`src/verilog/clk_pkg.sv`:
```
`default_nettype none

package clk_pkg;

	localparam int DIV_NTSC = 12; // Master ticks per CPU cycle in NTSC mode
	localparam int DIV_PAL = 16; // Master ticks per CPU cycle in PAL mode

	localparam int TICK_W = 4; // Holds 0 to 15
	localparam int CNT_W = 16;

	// Last tick of a period, where the counter wraps
	localparam logic [TICK_W-1:0] NTSC_LAST = TICK_W'(DIV_NTSC - 1);
	localparam logic [TICK_W-1:0] PAL_LAST = TICK_W'(DIV_PAL - 1);

	// First tick of the phi2 half
	localparam logic [TICK_W-1:0] NTSC_HALF = TICK_W'(DIV_NTSC / 2);
	localparam logic [TICK_W-1:0] PAL_HALF = TICK_W'(DIV_PAL / 2);

	// The m2 strobe opens one tick ahead of phi2
	localparam logic [TICK_W-1:0] NTSC_M2_ON = TICK_W'(DIV_NTSC / 2 - 1);
	localparam logic [TICK_W-1:0] PAL_M2_ON = TICK_W'(DIV_PAL / 2 - 1);

endpackage

`default_nettype wire

```
`src/verilog/reg_pkg.sv`:
```
`default_nettype none

package reg_pkg;

	localparam int ADDR_W = 4;
	localparam int DATA_W = 32;
	localparam int STRB_W = DATA_W / 8;

	localparam logic [ADDR_W-1:0] ADDR_CTRL = 4'h0;
	localparam logic [ADDR_W-1:0] ADDR_COMPARE = 4'h4;
	localparam logic [ADDR_W-1:0] ADDR_COUNT = 4'h8; // Read the cycle count, write to clear it
	localparam logic [ADDR_W-1:0] ADDR_STATUS = 4'hC; // Bit 0 is irq pending, write 1 to clear

	localparam logic [1:0] RESP_OKAY = 2'b00;
	localparam logic [1:0] RESP_SLVERR = 2'b10;

	typedef struct packed {
		logic [DATA_W-4:0] rsvd; // Reads back as zero
		logic irq_en;
		logic pal_mode;
		logic enable;
	} ctrl_fields_t;

	// Bus side sees the raw word, timing side sees the fields
	typedef union packed {
		logic [DATA_W-1:0] raw;
		ctrl_fields_t f;
	} ctrl_word_t;

endpackage

`default_nettype wire

```
`src/verilog/clk_ctrl_if.sv`:
```
`timescale 1ns/1ps
`default_nettype none

interface clk_ctrl_if;

	reg_pkg::ctrl_word_t ctrl;
	logic [clk_pkg::CNT_W-1:0] compare;
	logic count_clear; // One cycle, on a COUNT write handshake
	logic irq_clear; // One cycle, on a STATUS write with bit 0 set

	logic [clk_pkg::CNT_W-1:0] count;
	logic irq_pending;

	modport regs (
		output ctrl,
		output compare,
		output count_clear,
		output irq_clear,
		input count,
		input irq_pending
	);

	modport divider (
		input ctrl
	);

	modport timer (
		input ctrl,
		input compare,
		input count_clear,
		input irq_clear,
		output count,
		output irq_pending
	);

endinterface

`default_nettype wire

```
`src/verilog/clk_divider.sv`:
```
`timescale 1ns/1ps
`default_nettype none

module clk_divider (
	input logic clk,
	input logic rst_n,
	clk_ctrl_if.divider cfg,
	output logic phi1,
	output logic phi2,
	output logic m2,
	output logic cycle_start
);

	logic [clk_pkg::TICK_W-1:0] tick;
	logic pal_q; // Mode of the running period
	logic run_q; // Enable as seen in the previous cycle
	logic enable;
	logic mode;
	logic [clk_pkg::TICK_W-1:0] last_tick;
	logic [clk_pkg::TICK_W-1:0] half_tick;
	logic [clk_pkg::TICK_W-1:0] m2_tick;

	assign enable = cfg.ctrl.f.enable;

	// The first period after enabling takes the mode straight from CTRL
	assign mode = run_q ? pal_q : cfg.ctrl.f.pal_mode;

	assign last_tick = mode ? clk_pkg::PAL_LAST : clk_pkg::NTSC_LAST;
	assign half_tick = mode ? clk_pkg::PAL_HALF : clk_pkg::NTSC_HALF;
	assign m2_tick = mode ? clk_pkg::PAL_M2_ON : clk_pkg::NTSC_M2_ON;

	always_ff @(posedge clk) begin
		if (!rst_n) begin
			tick <= '0;
			pal_q <= 1'b0;
			run_q <= 1'b0;
		end else begin
			run_q <= enable;
			if (!enable) begin
				tick <= '0;
			end else if (tick == last_tick) begin
				tick <= '0;
				pal_q <= cfg.ctrl.f.pal_mode; // New mode applies from the next period
			end else begin
				tick <= tick + 1'b1;
				pal_q <= mode;
			end
		end
	end

	// Phase windows come straight from the registered tick
	assign phi1 = enable && (tick < half_tick);
	assign phi2 = enable && (tick >= half_tick);
	assign m2 = enable && (tick >= m2_tick);
	assign cycle_start = enable && (tick == '0);

endmodule

`default_nettype wire

```
`src/verilog/clk_regs.sv`:
```
`timescale 1ns/1ps
`default_nettype none

module clk_regs (
	input logic clk,
	input logic rst_n,
	input logic [reg_pkg::ADDR_W-1:0] awaddr,
	input logic awvalid,
	output logic awready,
	input logic [reg_pkg::DATA_W-1:0] wdata,
	input logic [reg_pkg::STRB_W-1:0] wstrb,
	input logic wvalid,
	output logic wready,
	output logic [1:0] bresp,
	output logic bvalid,
	input logic bready,
	input logic [reg_pkg::ADDR_W-1:0] araddr,
	input logic arvalid,
	output logic arready,
	output logic [reg_pkg::DATA_W-1:0] rdata,
	output logic [1:0] rresp,
	output logic rvalid,
	input logic rready,
	clk_ctrl_if.regs cfg
);

	localparam int PAD_W = reg_pkg::DATA_W - clk_pkg::CNT_W;

	reg_pkg::ctrl_word_t ctrl_q;
	reg_pkg::ctrl_word_t ctrl_next;
	logic [clk_pkg::CNT_W-1:0] compare_q;
	logic [reg_pkg::DATA_W-1:0] compare_merged;
	logic wr_fire;
	logic rd_fire;
	logic wr_ok;
	logic rd_ok;
	logic [reg_pkg::DATA_W-1:0] rd_word;

	function automatic logic [reg_pkg::DATA_W-1:0] merge_strb(
		input logic [reg_pkg::DATA_W-1:0] old_val,
		input logic [reg_pkg::DATA_W-1:0] new_val,
		input logic [reg_pkg::STRB_W-1:0] strb
	);
		logic [reg_pkg::DATA_W-1:0] res;
		res = old_val;
		for (int i = 0; i < reg_pkg::STRB_W; i++) begin
			if (strb[i]) begin
				res[8*i +: 8] = new_val[8*i +: 8];
			end
		end
		return res;
	endfunction

	// A pending response blocks the next handshake
	assign wr_fire = awvalid && wvalid && !bvalid;
	assign rd_fire = arvalid && !rvalid;
	assign awready = wr_fire;
	assign wready = wr_fire;
	assign arready = rd_fire;

	assign wr_ok = (awaddr == reg_pkg::ADDR_CTRL) || (awaddr == reg_pkg::ADDR_COMPARE) ||
		(awaddr == reg_pkg::ADDR_COUNT) || (awaddr == reg_pkg::ADDR_STATUS);

	always_comb begin
		ctrl_next.raw = merge_strb(ctrl_q.raw, wdata, wstrb);
		ctrl_next.f.rsvd = '0;
		compare_merged = merge_strb({{PAD_W{1'b0}}, compare_q}, wdata, wstrb);
	end

	always_ff @(posedge clk) begin
		if (!rst_n) begin
			ctrl_q <= '0;
			compare_q <= '0;
		end else if (wr_fire) begin
			if (awaddr == reg_pkg::ADDR_CTRL) begin
				ctrl_q <= ctrl_next;
			end
			if (awaddr == reg_pkg::ADDR_COMPARE) begin
				compare_q <= compare_merged[clk_pkg::CNT_W-1:0];
			end
		end
	end

	// Clear pulses act at the end of the handshake cycle
	assign cfg.count_clear = wr_fire && (awaddr == reg_pkg::ADDR_COUNT);
	assign cfg.irq_clear = wr_fire && (awaddr == reg_pkg::ADDR_STATUS) && wstrb[0] && wdata[0];
	assign cfg.ctrl = ctrl_q;
	assign cfg.compare = compare_q;

	always_ff @(posedge clk) begin
		if (!rst_n) begin
			bvalid <= 1'b0;
			bresp <= reg_pkg::RESP_OKAY;
		end else if (wr_fire) begin
			bvalid <= 1'b1;
			bresp <= wr_ok ? reg_pkg::RESP_OKAY : reg_pkg::RESP_SLVERR;
		end else if (bready) begin
			bvalid <= 1'b0;
		end
	end

	always_comb begin
		rd_word = '0;
		rd_ok = 1'b1;
		case (araddr)
			reg_pkg::ADDR_CTRL: rd_word = ctrl_q.raw;
			reg_pkg::ADDR_COMPARE: rd_word = {{PAD_W{1'b0}}, compare_q};
			reg_pkg::ADDR_COUNT: rd_word = {{PAD_W{1'b0}}, cfg.count};
			reg_pkg::ADDR_STATUS: rd_word = {{(reg_pkg::DATA_W-1){1'b0}}, cfg.irq_pending};
			default: rd_ok = 1'b0;
		endcase
	end

	always_ff @(posedge clk) begin
		if (!rst_n) begin
			rvalid <= 1'b0;
			rresp <= reg_pkg::RESP_OKAY;
			rdata <= '0;
		end else if (rd_fire) begin
			rvalid <= 1'b1;
			rresp <= rd_ok ? reg_pkg::RESP_OKAY : reg_pkg::RESP_SLVERR;
			rdata <= rd_word; // Sampled in the address handshake cycle
		end else if (rready) begin
			rvalid <= 1'b0;
		end
	end

endmodule

`default_nettype wire

```
`src/verilog/clkgen_top.sv`:
```
`timescale 1ns/1ps
`default_nettype none

module clkgen_top (
	input logic clk,
	input logic rst_n,
	input logic [reg_pkg::ADDR_W-1:0] awaddr,
	input logic awvalid,
	output logic awready,
	input logic [reg_pkg::DATA_W-1:0] wdata,
	input logic [reg_pkg::STRB_W-1:0] wstrb,
	input logic wvalid,
	output logic wready,
	output logic [1:0] bresp,
	output logic bvalid,
	input logic bready,
	input logic [reg_pkg::ADDR_W-1:0] araddr,
	input logic arvalid,
	output logic arready,
	output logic [reg_pkg::DATA_W-1:0] rdata,
	output logic [1:0] rresp,
	output logic rvalid,
	input logic rready,
	output logic phi1,
	output logic phi2,
	output logic m2,
	output logic irq
);

	logic cycle_start;

	clk_ctrl_if cfg ();

	clk_regs regs0 (
		.clk(clk),
		.rst_n(rst_n),
		.awaddr(awaddr),
		.awvalid(awvalid),
		.awready(awready),
		.wdata(wdata),
		.wstrb(wstrb),
		.wvalid(wvalid),
		.wready(wready),
		.bresp(bresp),
		.bvalid(bvalid),
		.bready(bready),
		.araddr(araddr),
		.arvalid(arvalid),
		.arready(arready),
		.rdata(rdata),
		.rresp(rresp),
		.rvalid(rvalid),
		.rready(rready),
		.cfg(cfg.regs)
	);

	clk_divider div0 (
		.clk(clk),
		.rst_n(rst_n),
		.cfg(cfg.divider),
		.phi1(phi1),
		.phi2(phi2),
		.m2(m2),
		.cycle_start(cycle_start)
	);

	cycle_timer timer0 (
		.clk(clk),
		.rst_n(rst_n),
		.cfg(cfg.timer),
		.cycle_start(cycle_start)
	);

	// Interrupt leaves the block only while enabled in CTRL
	assign irq = cfg.irq_pending && cfg.ctrl.f.irq_en && cfg.ctrl.f.enable;

endmodule

`default_nettype wire

```
`src/verilog/cycle_timer.sv`:
```
`timescale 1ns/1ps
`default_nettype none

module cycle_timer (
	input logic clk,
	input logic rst_n,
	clk_ctrl_if.timer cfg,
	input logic cycle_start
);

	logic [clk_pkg::CNT_W-1:0] count_q;
	logic [clk_pkg::CNT_W-1:0] count_inc;
	logic pending_q;
	logic step;
	logic hit;

	assign step = cycle_start && cfg.ctrl.f.enable && !cfg.count_clear;
	assign count_inc = count_q + 1'b1; // Wraps at 16 bits

	// Match is judged on the value the increment is about to produce
	assign hit = step && (count_inc == cfg.compare);

	always_ff @(posedge clk) begin
		if (!rst_n) begin
			count_q <= '0;
		end else if (cfg.count_clear) begin
			count_q <= '0;
		end else if (step) begin
			count_q <= count_inc;
		end
	end

	always_ff @(posedge clk) begin
		if (!rst_n) begin
			pending_q <= 1'b0;
		end else if (hit) begin
			pending_q <= 1'b1; // A fresh match wins over a clear in the same cycle
		end else if (cfg.irq_clear) begin
			pending_q <= 1'b0;
		end
	end

	assign cfg.count = count_q;
	assign cfg.irq_pending = pending_q;

endmodule

`default_nettype wire

```
`config.mk`:
```
export PLATFORM = sky130hd
export DESIGN_NAME = clkgen_top
export DESIGN_NICKNAME = d
export VERILOG_FILES = /design/src/verilog/clk_pkg.sv /design/src/verilog/reg_pkg.sv /design/src/verilog/clk_ctrl_if.sv /design/src/verilog/clk_divider.sv /design/src/verilog/clk_regs.sv /design/src/verilog/clkgen_top.sv /design/src/verilog/cycle_timer.sv
export SDC_FILE = /design/constraint.sdc
export NUM_CORES = 1
export LEC_CHECK = 0
export BUFFER_PORTS_ARGS = -buffer_cell sky130_fd_sc_hd__buf_2
export CORE_MARGIN = 2
export CORE_UTILIZATION = 40
export CTS_CLUSTER_DIAMETER = 200
export CTS_CLUSTER_SIZE = 28
export DETAILED_ROUTE_END_ITERATION = 6
export GPL_TIMING_DRIVEN = 0
export MAX_ROUTING_LAYER = met4
export PLACE_DENSITY_LB_ADDON = 0.3
export SLEW_MARGIN = 20
export SYNTH_ARGS = -nofsm -noshare
export SYNTH_HDL_FRONTEND = slang
export SYNTH_SLANG_ARGS = --single-unit
```
`constraint.sdc`:
```
create_clock -name clk -period 6.36 [get_ports clk]
set_input_delay 0 -clock clk [delete_from_list [all_inputs] [get_ports clk]]
set_output_delay 0 -clock clk [all_outputs]
set_load 0.02 [all_outputs]
```
Yosys cells after proc, flatten, opt, wreduce, memory -nomap -nowiden
Index checks and enable logic that the tools add are counted.

Output and inout bits: 45. Register bits after elaboration: 80. Input port bits: 51.

Multiplexer cells: 15. Order comparisons: 3. Add/subtract/negate cells: 2. Reductions and logical operators: 34. Equality and inequality tests: 8. Bitwise logic cells: 2.

Operators by type and width (count): 16-bit case mux with 4 select lines (1); 16-bit by 1-bit adder with 16-bit output (second input constant) (1); 16-bit == test (1); 4-bit == test (second input constant) (4); 1-bit logical AND (16); 4-bit logical NOT (3); 1-bit two-way mux (9); 3-bit AND reduction (3); 4-bit by 3-bit == test with 1-bit output (second input constant) (2); 4-bit greater-or-equal comparator (2); 2-bit two-way mux (3); 2-bit nonzero test (3); 4-bit by 1-bit adder with 4-bit output (second input constant) (1); 4-bit == test (1); 4-bit less-than comparator (1); 4-bit two-way mux (1); 4-bit OR reduction (1); 1-bit logical NOT (3); 1-bit logical OR (3); 3-bit two-way mux (1); 3-bit OR reduction (1); 1-bit NOT (2); 2-bit OR reduction (1).

Logic depth before layout (Yosys ltp)
Depth after elaboration: 7. Depth in mapped cells: 8. Gate-level depth less buffers: 8.

Modules after synthesis
From an unflattened synthesis, not the netlist that was laid out.

Cell total of the unflattened synthesis: 468. Area, all modules: 4056.4 um^2.

By module, submodules not included: clk_regs (cells each 261, sequential area each 780.7 um^2, times used 1, area an instance 2363.5 um^2); cycle_timer (cells each 163, sequential area each 340.3 um^2, times used 1, area an instance 1297.5 um^2); clk_divider (cells each 43, sequential area each 120.1 um^2, times used 1, area an instance 389.1 um^2); clkgen_top (cells each 1, sequential area each 0.0 um^2, times used 1, area an instance 6.3 um^2).

Least setup slack after synthesis
No wires, ideal clock.

Path type: register to register. Start: reg timer0.count_q (netlist bit timer0.cfg.count[0]). End: reg timer0.pending_q (netlist: timer0.cfg.irq_pending). Slack: 4207 ps. Cell stages (with the launch flop): 8. Library setup time: 87 ps. Arrival time: 2066 ps. Data required time: 6273 ps. Buffers on the path: 0. Period minus slack after synthesis: 2153 ps. Path through: dfxtp_1 -> ha_1 -> nand3_1 -> or2_2 -> o21ai_0 -> o2111ai_1 -> or4_1 -> o31ai_1.

Longest elaborated chain between the ends: 4. Elaborated cells on any way between the ends: 5. Classes of those cells: 1 x add/sub; 1 x eq/ne; 1 x mux; 2 x reduce/logical.

RTL lines: from (decl) (line cycle_timer.sv:11) `logic [clk_pkg::CNT_W-1:0] count_q;`; from (signal assigned) (line cycle_timer.sv:29) `count_q <= count_inc;`; 16-bit by 1-bit adder with 16-bit output * (line cycle_timer.sv:18) `assign count_inc = count_q + 1'b1;`; 16-bit == test * (line cycle_timer.sv:21) `assign hit = step && (count_inc == cfg.compare);`; 1-bit logical AND * (line cycle_timer.sv:21); 1-bit two-way mux / 2-bit nonzero test (equally long branches); to (signal assigned) (line cycle_timer.sv:35) `pending_q <= 1'b0;`; to (signal assigned) (line cycle_timer.sv:37) `pending_q <= 1'b1;`; to (signal assigned) (line cycle_timer.sv:39) `pending_q <= 1'b0;`; to (decl) (line cycle_timer.sv:13) `logic pending_q;`.

Mark *: on every way between the ends. The rest lies on a longest branch, timed or not. A chain may end at the register's enable or synchronous reset.

Worst setup path after layout
Start: reg timer0.count_q (netlist bit timer0.cfg.count[7]). End: reg timer0.pending_q (netlist: timer0.cfg.irq_pending).

Same word-level chain as after synthesis.

==> flow_metrics.env <==
export IMPL_dp_cells=587
export IMPL_ioPinCount=96
export IMPL_rows=33
export IMPL_power_density_nw_per_um2=184
export IMPL_post_cts_buffers=0
export IMPL_syn_area_um2=3470
export IMPL_ant_nets=0
export IMPL_hold_viol_final=0
export IMPL_tightest_slew_ns=0.724
export IMPL_clk_insertion_delay_late_ns=0.35
export IMPL_root_buffer="clkbuf_8"
export IMPL_ys_ff_latch=62
export IMPL_p_seq_share_pct=48.9
export IMPL_cts_tree="done"
export IMPL_p_int_mw=0.602
export IMPL_rsz0062_at_grt="no"
export IMPL_nFillCells=802
export IMPL_grt_pass1_wl_um=14600
export IMPL_slew_headroom_pct=51.3
export IMPL_start_util_pct=41.8
export IMPL_grt_pass1_vias=3032
export IMPL_grt_max_degree=12
export IMPL_drt_initial_drc_count=164
export IMPL_wl_um=8880
export IMPL_drive_gt1_share_pct=20.2
export IMPL_drt_vias_per_instance=5.13
export IMPL_synth_cell_types=52
export IMPL_p_sw_mw=0.200
export IMPL_globalRouteOverflowTotal=0
export IMPL_clock_sinks=62
export IMPL_cts_buffers=9
export IMPL_syn_area_per_cell_um2=8.53
export IMPL_hold_buffers=22
export IMPL_clock_fmax_mhz=403
export IMPL_max_cap_viol_count=0
export IMPL_final_cells=625
export IMPL_antenna_cells=0
export IMPL_cts_buffer_depth=2
export IMPL_async_flop_share_pct=0
export IMPL_post_route_drc_count=0
export IMPL_setup_viol=0
export IMPL_ctsResizeCount=0
export IMPL_yosys_warnings=0
export IMPL_combPwrFrac_pct=9.2
export IMPL_first_pass_iters=4
export IMPL_synth_edf_count=0
export IMPL_outcome="finished, final reports clean"
export IMPL_multiInputGateArea_um2=2010
export IMPL_final_setup_skew_ns=0.00680
export IMPL_slew_violations=0
export IMPL_finalCritPeriodShare_pct=39.0
export IMPL_wire_per_inst_um=14.2
export IMPL_arrival_ns=2.75
export IMPL_gp_congestion=0.822
export IMPL_cp_start_kind="register"
export IMPL_post_route_min_period_ns=2.48
export IMPL_dieHeight_um=97.2
export IMPL_port_buffers=58
export IMPL_grt_total_usage_pct=19.4
export IMPL_total_power_mw=0.801
export IMPL_pre_cts_slack_ns=3.92
export IMPL_switching_share_pct=24.9
export IMPL_nets=574
export IMPL_areaGrowthSynthToFinish_pct=25.8
export IMPL_tns_ns=0
export IMPL_critical_path_class="reg2reg"
export IMPL_syn_inst=407
export IMPL_peakVddDrop_uv=79.0
export IMPL_worst_setup_path_end_kind="register"
export IMPL_path_clk_slew_ns=0.06
export IMPL_die_area_um2=9440
export IMPL_fp_coreArea_um2=8300
export IMPL_synth_seq_area_share_pct=35.7
export IMPL_setup_slack_ns=3.88
export IMPL_critPathMaxFanout=7
export IMPL_htree_levels=3
export IMPL_hpwl_um=6350
export IMPL_die_w_um=97.2
export IMPL_vias=3208
export IMPL_postLayoutCoreUtil_pct=52.6
export IMPL_worstPathRequired_ns=6.63
export IMPL_antenna_found_initial=0
export IMPL_power_frac_clock_pct=41.8
export IMPL_synth_flop_cell="dfxtp_1"
export IMPL_power_leakage_nw=1.92
export IMPL_hp_class="in2reg"
export IMPL_seqCellArea_um2=1240
-- state kept, by name, summed over array words and instances (netlist names) --
register                flops
timer0.cfg.count           16
div0.run_q                  1
regs0.cfg.compare          16
regs0.cfg.ctrl              3
div0.tick                   4
timer0.cfg.irq_pending      1
regs0.rdata                16
regs0.rresp                 1
regs0.bvalid                1
regs0.bresp                 1
regs0.rvalid                1
div0.pal_q                  1
-- final timing paths --
check                                             end                        startpoint  cells after the start  slack (ns)
setup reg to reg  timer0.cfg.irq_pending$_SDFFE_PN0P_  timer0.cfg.count[7]$_SDFFE_PP0P_                      7        3.88
hold / removal    timer0.cfg.irq_pending$_SDFFE_PN0P_                         awaddr[2]                      4        0.01
hold reg to reg               div0.tick[0]$_SDFF_PP0_           div0.tick[0]$_SDFF_PP0_                      1        0.48
setup / recovery  timer0.cfg.irq_pending$_SDFFE_PN0P_  timer0.cfg.count[7]$_SDFFE_PP0P_                      7        3.88
-- stage by stage --
stage	area, um^2	hold WS, ns
after floorplan	3540	0.138
after global placement	3960	0.239
after detailed placement	3960	0.251
after CTS	4370	0.0125
after global routing	4370	0.0569
final	4370	0.0143
-- logic make-up (layout without fill, tap and decap cells) --
logic type,after synthesis,in the layout,synth area share (%)
other,1,18,0.108
AO/OA/AOI/OAI,71,71,12.8
flip-flops,62,62,35.7
AND/OR/NAND/NOR,156,156,25.2
XOR/XNOR,31,31,7.82
adder cells (fa/ha/maj),8,8,2.88
multiplexers,25,25,7.24
buffers and inverters,53,149,8.25
-- power by group through the flow --
stage	logic, mW	registers, mW	clock network [mW]
floorplan	0.0378	0.403	0
global placement	0.0618	0.401	0
detailed placement	0.0624	0.401	0
CTS	0.0729	0.392	0.343
global route	0.0800	0.392	0.357
finish	0.0741	0.392	0.335
-- critical path: stages, from the launching register on --
cell,delay [ns]
dfxtp_1,0.30
clkbuf_1,0.30
nand2_1,0.21
nor4_1,0.59
o211ai_1,0.18
o31a_1,0.15
or4_1,0.48
o31ai_1,0.18
-- Yosys cell counts (5+ instances only) --
library cell,instances,area [um^2]
and2_1,15,93.8
nand4_1,7,43.8
a21oi_1,11,55.1
clkbuf_1,20,75.1
buf_4,20,150
xnor2_1,14,123
o21ai_0,28,140
nand2_1,32,120
a22oi_1,16,120
nor2_1,24,90.1
xor2_1,17,149
dfxtp_1,62,1240
nand3_1,10,50.1
nand4b_1,5,43.8
mux2i_1,24,240
nor2b_1,28,175
ha_1,8,100
and3_1,9,56.3
inv_1,8,30.0
-- cell usage in the layout (no fill, tap or decap), types with 10 or more instances in the layout --
cell / n
nand3_1: 10
conb_1: 18
mux2i_1: 24
buf_4: 20
nand2_1: 32
o21ai_0: 28
a22oi_1: 16
dfxtp_1: 62
dlygate4sd3_1: 22
a21oi_1: 11
and2_1: 15
buf_2: 61
nor2_1: 24
clkbuf_1: 20
xor2_1: 17
xnor2_1: 14
nor2b_1: 28
-- per-layer routing --
| metal | global-route usage, % | share of wire [%] | vias to the layer above |
|---|---|---|---|
| li1 | - | - | 1591 |
| met1 | 23.6 | 46 | 1507 |
| met3 | 4.39 | 6.0 | 12 |
| met2 | 32.1 | 47 | 98 |
| met4 | 5.74 | 1.4 | 0 |
| met5 | - | 0 | - |
-- area by class of cell --
type / count / share of cell area [%]
Tap cell: 105 / 3.01
Inverter: 8 / 0.688
Clock inverter: 7 / 1.49
Buffer: 45 / 5.87
Sequential cell: 62 / 28.4
Multi-Input combinational cell: 309 / 46.0
Timing Repair Buffer: 80 / 11.7
Clock buffer: 9 / 2.84
Note: power is estimated with default switching activity, not from simulation.
